<file path="src/design/mipsIsaPkg.sv">
// ======================================================================
// MIPS subset definitions
//   opcodeT, functT  instruction encodings
//   aluOpT           decoded ALU operation
//   ctrlT            full decoder output
//   retireT          one retired instruction, seen by the testbench
// ======================================================================
package mipsIsaPkg;

  // primary opcodes, instr[31:26]
  typedef enum logic [5:0] {
    opRType = 6'h00,
    opJ     = 6'h02,
    opJal   = 6'h03,
    opBeq   = 6'h04,
    opAddi  = 6'h08,
    opLw    = 6'h23,
    opSw    = 6'h2b
  } opcodeT;

  // R-type funct field, instr[5:0]
  typedef enum logic [5:0] {
    fnJr  = 6'h08,
    fnAdd = 6'h20,
    fnSub = 6'h22,
    fnAnd = 6'h24,
    fnOr  = 6'h25,
    fnSlt = 6'h2a
  } functT;

  // aluAdd is zero so an all-zero control word is harmless
  typedef enum logic [2:0] {
    aluAdd = 3'd0,
    aluSub = 3'd1,
    aluAnd = 3'd2,
    aluOr  = 3'd3,
    aluSlt = 3'd4
  } aluOpT;

  typedef struct packed {
    logic  regDst;
    logic  aluSrcImm;
    logic  memToReg;
    logic  regWrite;
    logic  memRead;
    logic  memWrite;
    logic  branch;
    logic  jump;
    logic  jumpReg;
    logic  link;
    aluOpT aluOp;
  } ctrlT;

  typedef struct packed {
    logic        valid;
    logic [31:0] pc;
    logic        wrEn;
    logic [4:0]  wrAddr;
    logic [31:0] wrData;
  } retireT;

endpackage

</file>
<file path="src/design/wbPkg.sv">
// ======================================================================
// Wishbone classic bus types
//   wbReqT  master request (cycle, strobe, write, word address, data)
//   wbRspT  slave response (acknowledge, read data)
// ======================================================================
package wbPkg;

  // adr is a word address, byte bits [1:0] dropped
  typedef struct packed {
    logic        cyc;
    logic        stb;
    logic        we;
    logic [29:0] adr;
    logic [31:0] datW;
  } wbReqT;

  // datR only meaningful while ack is high
  typedef struct packed {
    logic        ack;
    logic [31:0] datR;
  } wbRspT;

endpackage

</file>
<file path="src/design/controlUnit.sv">
// ======================================================================
// Instruction decoder
//   opcode and funct to the ctrlT control word and ALU operation
//   unknown encodings decode to all-zero control (no-op)
// ======================================================================
module controlUnit (
  input  logic [31:0]       instr,
  output mipsIsaPkg::ctrlT  ctrl
);
  import mipsIsaPkg::*;

  always_comb begin
    ctrl = '0;
    case (instr[31:26])
      opRType: begin
        // funct picks the ALU op, jr is the odd one
        case (instr[5:0])
          fnAdd: ctrl.aluOp = aluAdd;
          fnSub: ctrl.aluOp = aluSub;
          fnAnd: ctrl.aluOp = aluAnd;
          fnOr:  ctrl.aluOp = aluOr;
          fnSlt: ctrl.aluOp = aluSlt;
          default: ;
        endcase
        if (instr[5:0] == fnJr) begin
          ctrl.jumpReg = 1'b1;
        end else if (instr[5:0] inside {fnAdd, fnSub, fnAnd, fnOr, fnSlt}) begin
          ctrl.regDst   = 1'b1;
          ctrl.regWrite = 1'b1;
        end
      end
      opAddi: begin
        ctrl.aluSrcImm = 1'b1;
        ctrl.regWrite  = 1'b1;
      end
      opLw: begin
        // address = rs + sign-extended offset
        ctrl.aluSrcImm = 1'b1;
        ctrl.memToReg  = 1'b1;
        ctrl.regWrite  = 1'b1;
        ctrl.memRead   = 1'b1;
      end
      opSw: begin
        ctrl.aluSrcImm = 1'b1;
        ctrl.memWrite  = 1'b1;
      end
      opBeq: begin
        // subtract, zero flag decides
        ctrl.branch = 1'b1;
        ctrl.aluOp  = aluSub;
      end
      opJ: ctrl.jump = 1'b1;
      opJal: begin
        ctrl.jump     = 1'b1;
        ctrl.link     = 1'b1;
        ctrl.regWrite = 1'b1;
      end
      default: ;
    endcase

    // a single instruction never both reads and writes memory
    assert (!(ctrl.memRead && ctrl.memWrite));
  end

endmodule

</file>
<file path="src/design/regFile.sv">
// ======================================================================
// General purpose register file
//   32 x 32-bit, two combinational read ports, one write port
//   register 0 hard-wired to zero
// ======================================================================
module regFile (
  input  logic        clk,
  input  logic        rst,
  input  logic [4:0]  rdAddrA,
  input  logic [4:0]  rdAddrB,
  output logic [31:0] rdDataA,
  output logic [31:0] rdDataB,
  input  logic        wrEn,
  input  logic [4:0]  wrAddr,
  input  logic [31:0] wrData
);

  logic [31:0] regs [32];

  // write at the edge that ends the retiring cycle
  always_ff @(posedge clk or negedge rst) begin
    if (!rst) begin
      for (int i = 0; i < 32; i++) begin
        regs[i] <= '0;
      end
    end else if (wrEn && (wrAddr != 5'd0)) begin
      regs[wrAddr] <= wrData;
    end
  end

  // reads see the old value during the write cycle
  assign rdDataA = (rdAddrA == 5'd0) ? 32'd0 : regs[rdAddrA];
  assign rdDataB = (rdAddrB == 5'd0) ? 32'd0 : regs[rdAddrB];

  // storage of r0 must never pick up a write
  r0StaysZero: assert property (
    @(posedge clk) disable iff (!rst)
    regs[0] == 32'd0
  );

endmodule

</file>
<file path="src/design/alu.sv">
// ======================================================================
// 32-bit ALU
//   add, sub, and, or, signed slt
//   zero flag for any operation
// ======================================================================
module alu (
  input  logic [31:0]       opA,
  input  logic [31:0]       opB,
  input  mipsIsaPkg::aluOpT op,
  output logic [31:0]       result,
  output logic              zero
);
  import mipsIsaPkg::*;

  always_comb begin
    case (op)
      aluAdd: result = opA + opB;
      aluSub: result = opA - opB;
      aluAnd: result = opA & opB;
      aluOr:  result = opA | opB;
      // signed compare, opposite signs matter here
      aluSlt: result = {31'd0, $signed(opA) < $signed(opB)};
      default: result = '0;
    endcase
  end

  // beq uses this after a subtract
  assign zero = (result == 32'd0);

endmodule

</file>
<file path="src/design/pcUnit.sv">
// ======================================================================
// Program counter
//   pc register with asynchronous reset to resetPc
//   next-pc select: register jump, jump, taken branch, sequential
// ======================================================================
module pcUnit #(
  parameter logic [31:0] resetPc = 32'h0
) (
  input  logic             clk,
  input  logic             rst,
  input  logic             stall,
  input  mipsIsaPkg::ctrlT ctrl,
  input  logic [31:0]      instr,
  input  logic [31:0]      regTarget,
  input  logic             aluZero,
  output logic [31:0]      pc,
  output logic [31:0]      pcPlus4
);

  logic [31:0] branchOff;
  logic [31:0] jumpTarget;
  logic [31:0] nextPc;

  assign pcPlus4 = pc + 32'd4;

  // sign-extended offset, word aligned
  assign branchOff  = {{14{instr[15]}}, instr[15:0], 2'b00};
  // region of pc + 4, then the 26-bit index
  assign jumpTarget = {pcPlus4[31:28], instr[25:0], 2'b00};

  // priority order matters, jr first
  always_comb begin
    if (ctrl.jumpReg) begin
      nextPc = regTarget;
    end else if (ctrl.jump) begin
      nextPc = jumpTarget;
    end else if (ctrl.branch && aluZero) begin
      nextPc = pcPlus4 + branchOff;
    end else begin
      nextPc = pcPlus4;
    end
  end

  // hold while the load/store unit is busy
  always_ff @(posedge clk or negedge rst) begin
    if (!rst) begin
      pc <= resetPc;
    end else if (!stall) begin
      pc <= nextPc;
    end
  end

endmodule

</file>
<file path="src/design/lsuWb.sv">
// ======================================================================
// Load/store unit
//   idle/bus/done FSM, one Wishbone classic transfer per lw or sw
//   stalls the core until the transfer has completed
// ======================================================================
module lsuWb (
  input  logic          clk,
  input  logic          rst,
  input  logic          memRead,
  input  logic          memWrite,
  input  logic [31:0]   addr,
  input  logic [31:0]   storeData,
  output wbPkg::wbReqT  wbReq,
  input  wbPkg::wbRspT  wbRsp,
  output logic          stall,
  output logic [31:0]   loadData
);

  typedef enum logic [1:0] {sIdle, sBus, sDone} lsuStateT;

  lsuStateT    state;
  logic        cycQ;
  logic        weQ;
  logic [29:0] adrQ;
  logic [31:0] datQ;
  logic        memOp;

  assign memOp = memRead || memWrite;

  // ==================================================================
  // control FSM
  // ==================================================================
  always_ff @(posedge clk or negedge rst) begin
    if (!rst) begin
      state <= sIdle;
      cycQ  <= 1'b0;
      weQ   <= 1'b0;
    end else begin
      case (state)
        sIdle: if (memOp) begin
          state <= sBus;
          cycQ  <= 1'b1;
          weQ   <= memWrite;
        end
        // wait states only stretch this state
        sBus: if (wbRsp.ack) begin
          state <= sDone;
          cycQ  <= 1'b0;
          weQ   <= 1'b0;
        end
        // instruction retires here
        default: state <= sIdle;
      endcase
    end
  end

  // request payload, captured once in idle
  always_ff @(posedge clk) begin
    if (state == sIdle && memOp) begin
      adrQ <= addr[31:2];
      datQ <= storeData;
    end
  end

  // read data valid only with ack
  always_ff @(posedge clk) begin
    if (state == sBus && wbRsp.ack) begin
      loadData <= wbRsp.datR;
    end
  end

  // cyc and stb always move together
  assign wbReq = '{cyc: cycQ, stb: cycQ, we: weQ, adr: adrQ, datW: datQ};

  // busy from the first cycle of a memory instruction up to done
  assign stall = (state == sBus) || (state == sIdle && memOp);

  stbNeedsCyc: assert property (
    @(posedge clk) disable iff (!rst)
    wbReq.stb |-> wbReq.cyc
  );

  // request held until the slave acks
  reqStable: assert property (
    @(posedge clk) disable iff (!rst)
    (wbReq.stb && !wbRsp.ack) |=> ($stable(wbReq.adr) && $stable(wbReq.we))
  );

endmodule

</file>
<file path="src/design/mipsCore.sv">
// ======================================================================
// Single-cycle MIPS core
//   decode, register file, ALU, pc and load/store unit
//   immediate extension, write-back select, retire port
// ======================================================================
module mipsCore #(
  parameter logic [31:0] resetPc = 32'h0
) (
  input  logic               clk,
  input  logic               rst,
  output logic [31:0]        imemAddr,
  input  logic [31:0]        imemData,
  output wbPkg::wbReqT       wbReq,
  input  wbPkg::wbRspT       wbRsp,
  output mipsIsaPkg::retireT retire
);
  import mipsIsaPkg::*;

  ctrlT        ctrl;
  logic [31:0] pc;
  logic [31:0] pcPlus4;
  logic [31:0] immExt;
  logic [31:0] rdDataA;
  logic [31:0] rdDataB;
  logic [31:0] aluB;
  logic [31:0] aluResult;
  logic        aluZero;
  logic [31:0] loadData;
  logic        lsuStall;
  logic        runQ;
  logic        retValid;
  logic [4:0]  wrAddr;
  logic [31:0] wrData;

  // first cycle out of reset only fetches
  always_ff @(posedge clk or negedge rst) begin
    if (!rst) begin
      runQ <= 1'b0;
    end else begin
      runQ <= 1'b1;
    end
  end

  assign imemAddr = pc;
  assign immExt   = {{16{imemData[15]}}, imemData[15:0]};
  assign aluB     = ctrl.aluSrcImm ? immExt : rdDataB;

  // ==================================================================
  // write-back
  // ==================================================================
  // r31 for link and rd for R-type or else rt
  assign wrAddr = ctrl.link ? 5'd31 : (ctrl.regDst ? imemData[15:11] : imemData[20:16]);

  always_comb begin
    if (ctrl.link) begin
      wrData = pcPlus4;
    end else if (ctrl.memToReg) begin
      wrData = loadData;
    end else begin
      wrData = aluResult;
    end
  end

  // retire only when nothing is pending
  assign retValid = runQ && !lsuStall;
  assign retire = '{valid: retValid, pc: pc, wrEn: retValid && ctrl.regWrite,
                    wrAddr: wrAddr, wrData: wrData};

  controlUnit uCtrl (.instr(imemData), .ctrl(ctrl));

  regFile uRegs (
    .clk(clk), .rst(rst),
    .rdAddrA(imemData[25:21]), .rdAddrB(imemData[20:16]),
    .rdDataA(rdDataA), .rdDataB(rdDataB),
    .wrEn(retire.wrEn), .wrAddr(wrAddr), .wrData(wrData)
  );

  alu uAlu (.opA(rdDataA), .opB(aluB), .op(ctrl.aluOp), .result(aluResult), .zero(aluZero));

  pcUnit #(.resetPc(resetPc)) uPc (
    .clk(clk), .rst(rst), .stall(lsuStall || !runQ), .ctrl(ctrl), .instr(imemData),
    .regTarget(rdDataA), .aluZero(aluZero), .pc(pc), .pcPlus4(pcPlus4)
  );

  lsuWb uLsu (
    .clk(clk), .rst(rst), .memRead(ctrl.memRead), .memWrite(ctrl.memWrite),
    .addr(aluResult), .storeData(rdDataB), .wbReq(wbReq), .wbRsp(wbRsp),
    .stall(lsuStall), .loadData(loadData)
  );

endmodule

</file>
<file path="config.mk">
export PLATFORM = sky130hd
export DESIGN_NAME = mipsCore
export DESIGN_NICKNAME = d
export VERILOG_FILES = /design/src/design/mipsIsaPkg.sv /design/src/design/wbPkg.sv /design/src/design/controlUnit.sv /design/src/design/regFile.sv /design/src/design/alu.sv /design/src/design/pcUnit.sv /design/src/design/lsuWb.sv /design/src/design/mipsCore.sv
export SDC_FILE = /design/constraint.sdc
export NUM_CORES = 2
export LEC_CHECK = 0
export BUFFER_PORTS_ARGS = -buffer_cell sky130_fd_sc_hd__buf_2
export CELL_PAD_IN_SITES_DETAIL_PLACEMENT = 0
export CELL_PAD_IN_SITES_GLOBAL_PLACEMENT = 1
export CORE_MARGIN = 3
export CORE_UTILIZATION = 41
export CTS_BUF_LIST = sky130_fd_sc_hd__clkbuf_4 sky130_fd_sc_hd__clkbuf_8
export CTS_CLUSTER_SIZE = 25
export DETAILED_ROUTE_END_ITERATION = 10
export PLACE_DENSITY = 0.69
export SYNTH_ARGS = -nofsm -noshare
export SYNTH_HDL_FRONTEND = slang
export SYNTH_SLANG_ARGS = --single-unit
</file>
<file path="constraint.sdc">
create_clock -name clk -period 17.6 [get_ports clk]
set_input_delay 1.76 -clock clk [delete_from_list [all_inputs] [get_ports clk]]
set_output_delay 1.76 -clock clk [all_outputs]
set_load 0.02 [all_outputs]
</file>
### Word-level counts from Yosys, hierarchy flattened

Index checks and enable logic that the tools add are counted.

| word-level totals | value |
|---|---|
| register bits after elaboration | 1155 |
| bits of input ports | 67 |
| output and inout bits | 168 |
| word-level logic and storage cells | 141 |

| operators by class | value |
|---|---|
| add/sub/neg operators | 4 |
| order comparisons | 5 |
| eq/ne operators | 19 |
| multiplexer cells | 42 |
| bitwise logic cells | 5 |
| reductions and logical operators | 26 |

Operators with widths:

| operator | number |
|---|---|
| $bwmux W1024 | 1 |
| $mux W32 | 13 |
| $bmux W32 S5 | 2 |
| $demux W32 S5 | 1 |
| $pmux W32 S5 | 1 |
| $add A32 B32 Y32 | 2 |
| $eq A6 B6 Y1 const B | 7 |
| $add A32 B3 Y32 const B | 1 |
| $and A32 B32 Y32 | 1 |
| $logic_not A32 Y1 | 1 |
| $lt A32 B32 Y1 | 1 |
| $or A32 B32 Y32 | 1 |
| $sub A32 B32 Y32 | 1 |
| $ge A6 B6 Y1 const B | 3 |
| $not A5 Y6 | 3 |
| $mux W1 | 14 |
| $eq A6 B2 Y1 const B | 2 |
| $eq A6 B4 Y1 const B | 2 |
| $pmux W3 S4 | 1 |
| $logic_not A5 Y1 | 2 |
| $mux W5 | 2 |
| $reduce_bool A5 Y1 | 2 |
| $logic_and A1 B1 Y1 | 7 |
| $eq A3 B2 Y1 const B | 2 |
| 21 further kinds | 28 |

### Longest topological paths before layout

| depth | value |
|---|---|
| depth after elaboration | 13 |
| depth in mapped cells | 36 |
| gate-level depth less buffers | 25 |

### Hierarchy

A second synthesis with hierarchy kept.

| unflattened totals | value |
|---|---|
| cells, all modules | 5241 |
| area, all modules | 68231.7 µm² |

By module, submodules not included:

| module | times used | cells an instance | area an instance (µm²) | seq. area each (µm²) |
|---|---|---|---|---|
| regFile | 1 | 3514 | 54019.3 | 25624.6 |
| alu | 1 | 804 | 5228.8 | 0.0 |
| pcUnit | 1 | 561 | 4174.0 | 800.8 |
| lsuWb | 1 | 117 | 3039.2 | 2922.8 |
| mipsCore | 1 | 212 | 1525.2 | 25.0 |
| controlUnit | 1 | 33 | 245.2 | 0.0 |

### Worst setup path after synthesis

OpenSTA, ideal clock, no wires.

| path | value |
|---|---|
| path kind | input port to output port |
| start | input imemData[21] |
| end | output retire[28] (netlist bit) |
| data arrival time | 9206 ps |
| data required time | 15840 ps |
| path slack | 6634 ps |
| stages on the path | 31 |
| path buffers | 10 |
| cells stage by stage | buf_6 buf_12 buf_4 buf_4 buf_1 clkbuf_1 clkbuf_1 clkbuf_1 clkbuf_1 mux2i_1 o221ai_1 a221oi_1 nor3_1 inv_1 fa_1 nor4_1 a2111oi_1 o31ai_2 a311oi_1 o31ai_1 a31o_1 nand2_1 nor4b_1 nor4_1 nor3_1 or2_1 mux2i_1 nand2_1 o21ai_0 clkbuf_1 inv_1 |

RTL lines:

| item | RTL line | RTL |
|---|---|---|
| from (decl) | mipsCore.sv:12 | `input logic [31:0] imemData,` |
| to (decl) | mipsCore.sv:15 | `output mipsIsaPkg::retireT retire` |

==> impl_metrics.ini <==
[worst_setup_path]
cpMostUsedCell = buf_4
startpoint_type = input pin
worst-setup-path-type = in -> out
crit_required_ns = 15.84
path_buf_inv = 9
crit_slowest_cell = a311oi_1
critical_path.max_stage_delay_ns = 0.92
cp_top_family = compound AO/OA/AOI/OAI gates
crit_arrival_ns = 10.18
worst_setup_path_end_kind = output pin
crit_fanout = 32

[global_routing]
gr-usage-all-layers = 0.2948
grt_pass1_wl_mm = 354.3
first_global_vias = 49770
antenna_found_initial = 9
grt_max_degree = 167
grt-ovfl-total = 0

[timing]
hold_viol = 0
rsz0062_at_grt = no
fin_ws_ns = 5.658
worst_pin_slew_ns = 1.283
fin_crit_sh = 0.6785
finalSetupViolCount = 0
tns_ns = 0
slew_violations = 0
slew_headroom = 0.1383
max_freq_mhz = 83.74
skew_ns = 0.05587
period_needed_ns = 11.94

[synth]
yosys_register_bits = 1155
synthesis.nets = 6432
synth-edff-count = 94
async_reset_ff_frac = 0.9186
synth.area.top_cells = dfrtp_1 (40%), mux4_2 (18%), a21oi_1 (4.8%)
ys_seq_area_frac = 0.4458
synth_common_cells = dfrtp_1 (1061), nand2_1 (683), nor2_1 (642), a21oi_1 (629), o21ai_0 (592)
yosysTopAreaCell = dfrtp_1
synth_ff_type = dfrtp_1
synth_top_area_frac = 0.4030
syn_area_per_cell_um2 = 10.58
synth_most_common_cell = dfrtp_1
netlist_area_mm2 = 0.06588
ys_types = 100
yosysWarnings = 0
syn_inst = 6227

[placed_design]
post-dp-hpwl_mm = 153.2
dp_slack_ns = 5.858
gp_congestion = 0.9700
post-place-cells = 8047
io_buffer_count = 234

[clock_tree]
path_clk_slew_ns = 0.06
holdBufCountCts = 0
cts_root_buf = clkbuf_8
cts_tree = yes
cts-resized-gates = 0
clock_sinks = 1155
clockBufferDepth = 3
insertion_delay_ns = 0.94
cts.htree.levels = 4
cts_setup_buffers = 0
cts_buffers = 197

[flow_run]
drv_cap = 0

[finish]
area_growth_pct = 10.79
final-instance-count-excl-fill = 8410
fin_nets = 6379
drive_gt1_frac = 0.2262

[route]
postRouteAntennaNets = 0
routed_wirelength_mm = 245.6
num_vias = 51650
drt_pass1_iterations = 5
wl_per_cell_um = 29.21
routed_via_density = 6.142
drc = 0
drt_iter0_drc = 5421

[die]
rows = 146
start_util = 0.4145
die-area_mm2 = 0.1655
die_y_um = 406.9
fp.dieW_um = 406.9
ios = 235
core_area_mm2 = 0.1589

[power]
ir_worst_vdd_uv = 79.84
p_leak_nw = 32.38
power_density_mw_per_mm2 = 90.76

[outcome]
status = complete, no violations

[worst_hold_path]
hp-class = reg -> reg
layer usage:
metal / track usage / up-vias / share of wire
met2: 0.4518 / 2400 / 0.45
met5: 0 / - / 0
li1: - / 22500 / -
met4: 0.1135 / 0 / 0.040
met1: 0.4182 / 26310 / 0.43
met3: 0.05267 / 444 / 0.081
through the flow:
step	util	power [W]	area [um^2]	hold WS (ns)
2_1_floorplan	-	0.003599	65880	0.4413
3_3_place_gp	0.4318	0.003971	68620	0.3763
3_5_place_dp	0.4318	0.003975	68620	0.3839
4_1_cts	0.4592	0.006663	72980	0.3986
5_1_grt	0.4592	0.006881	72990	0.4124
6_report	0.4593	0.006625	72990	0.3942
layout make-up:
class | instances | area (um^2)
Fill cell | 14800 | 85930
Multi-Input combinational cell | 4282 | 33700
Sequential cell | 1155 | 29370
Clock buffer | 314 | 3953
Tap cell | 2072 | 2592
Timing Repair Buffer | 374 | 2341
Inverter | 164 | 615.6
Clock inverter | 45 | 407.9
Antenna cell | 4 | 10.01
registers in the layout, indices dropped and copies added, names as in the netlist:
| signal | flops |
|---|---|
| uPc.pc | 32 |
| uLsu.cycQ | 1 |
| uLsu.weQ | 1 |
| uLsu.state | 2 |
| uLsu.loadData | 32 |
| uLsu.adrQ | 30 |
| uRegs.regs | 1024 |
| uLsu.datQ | 32 |
| runQ | 1 |
report_power, final:
part,switching (W),total [W],internal (W)
registers,0.000102,0.00287,0.00277
clock network,0.00117,0.00268,0.00151
logic,0.000699,0.00107,0.000376
logic make-up (layout without fill, tap and decap cells):
group	Yosys count	count (layout)	synth area share
DFF	1155	1155	0.4458
and+or+nand+nor	1652	1652	0.1056
other	1	5	0.00005692
adders and majority gates	138	138	0.02655
xor gates and xnor gates	72	72	0.009571
muxes	780	780	0.2214
AOI/OAI and AO/OA	1639	1639	0.1417
buffers and inverters	790	897	0.04923
final timing paths:
kind	slack, ns	cells after the start	end	from
worst max-delay path	5.66	27	retire[25]	imemData[24]
worst min-delay path	0.39	0	uRegs.regs[1015]	uRegs.regs[1015]
worst max register to register	9.75	23	uPc.pc[13]	uRegs.regs[32]
worst min register to register	0.39	0	uRegs.regs[1015]	uRegs.regs[1015]
max in group asynchronous	13.72	4	uRegs.regs[729]	rst
min in group asynchronous	0.90	1	uRegs.regs[361]	rst
layout by cell type (no fill, tap or decap), drive strengths merged, types with 81 or more instances in the layout:
cell / instances
ha: 135
nand2: 683
mux4: 536
inv: 166
o21ai: 627
clkbuf: 314
nor3: 81
buf: 374
nor2: 644
edfxtp: 94
a21oi: 632
mux2i: 187
dfrtp: 1061
No activity file was read; power rests on OpenSTA's default activity.
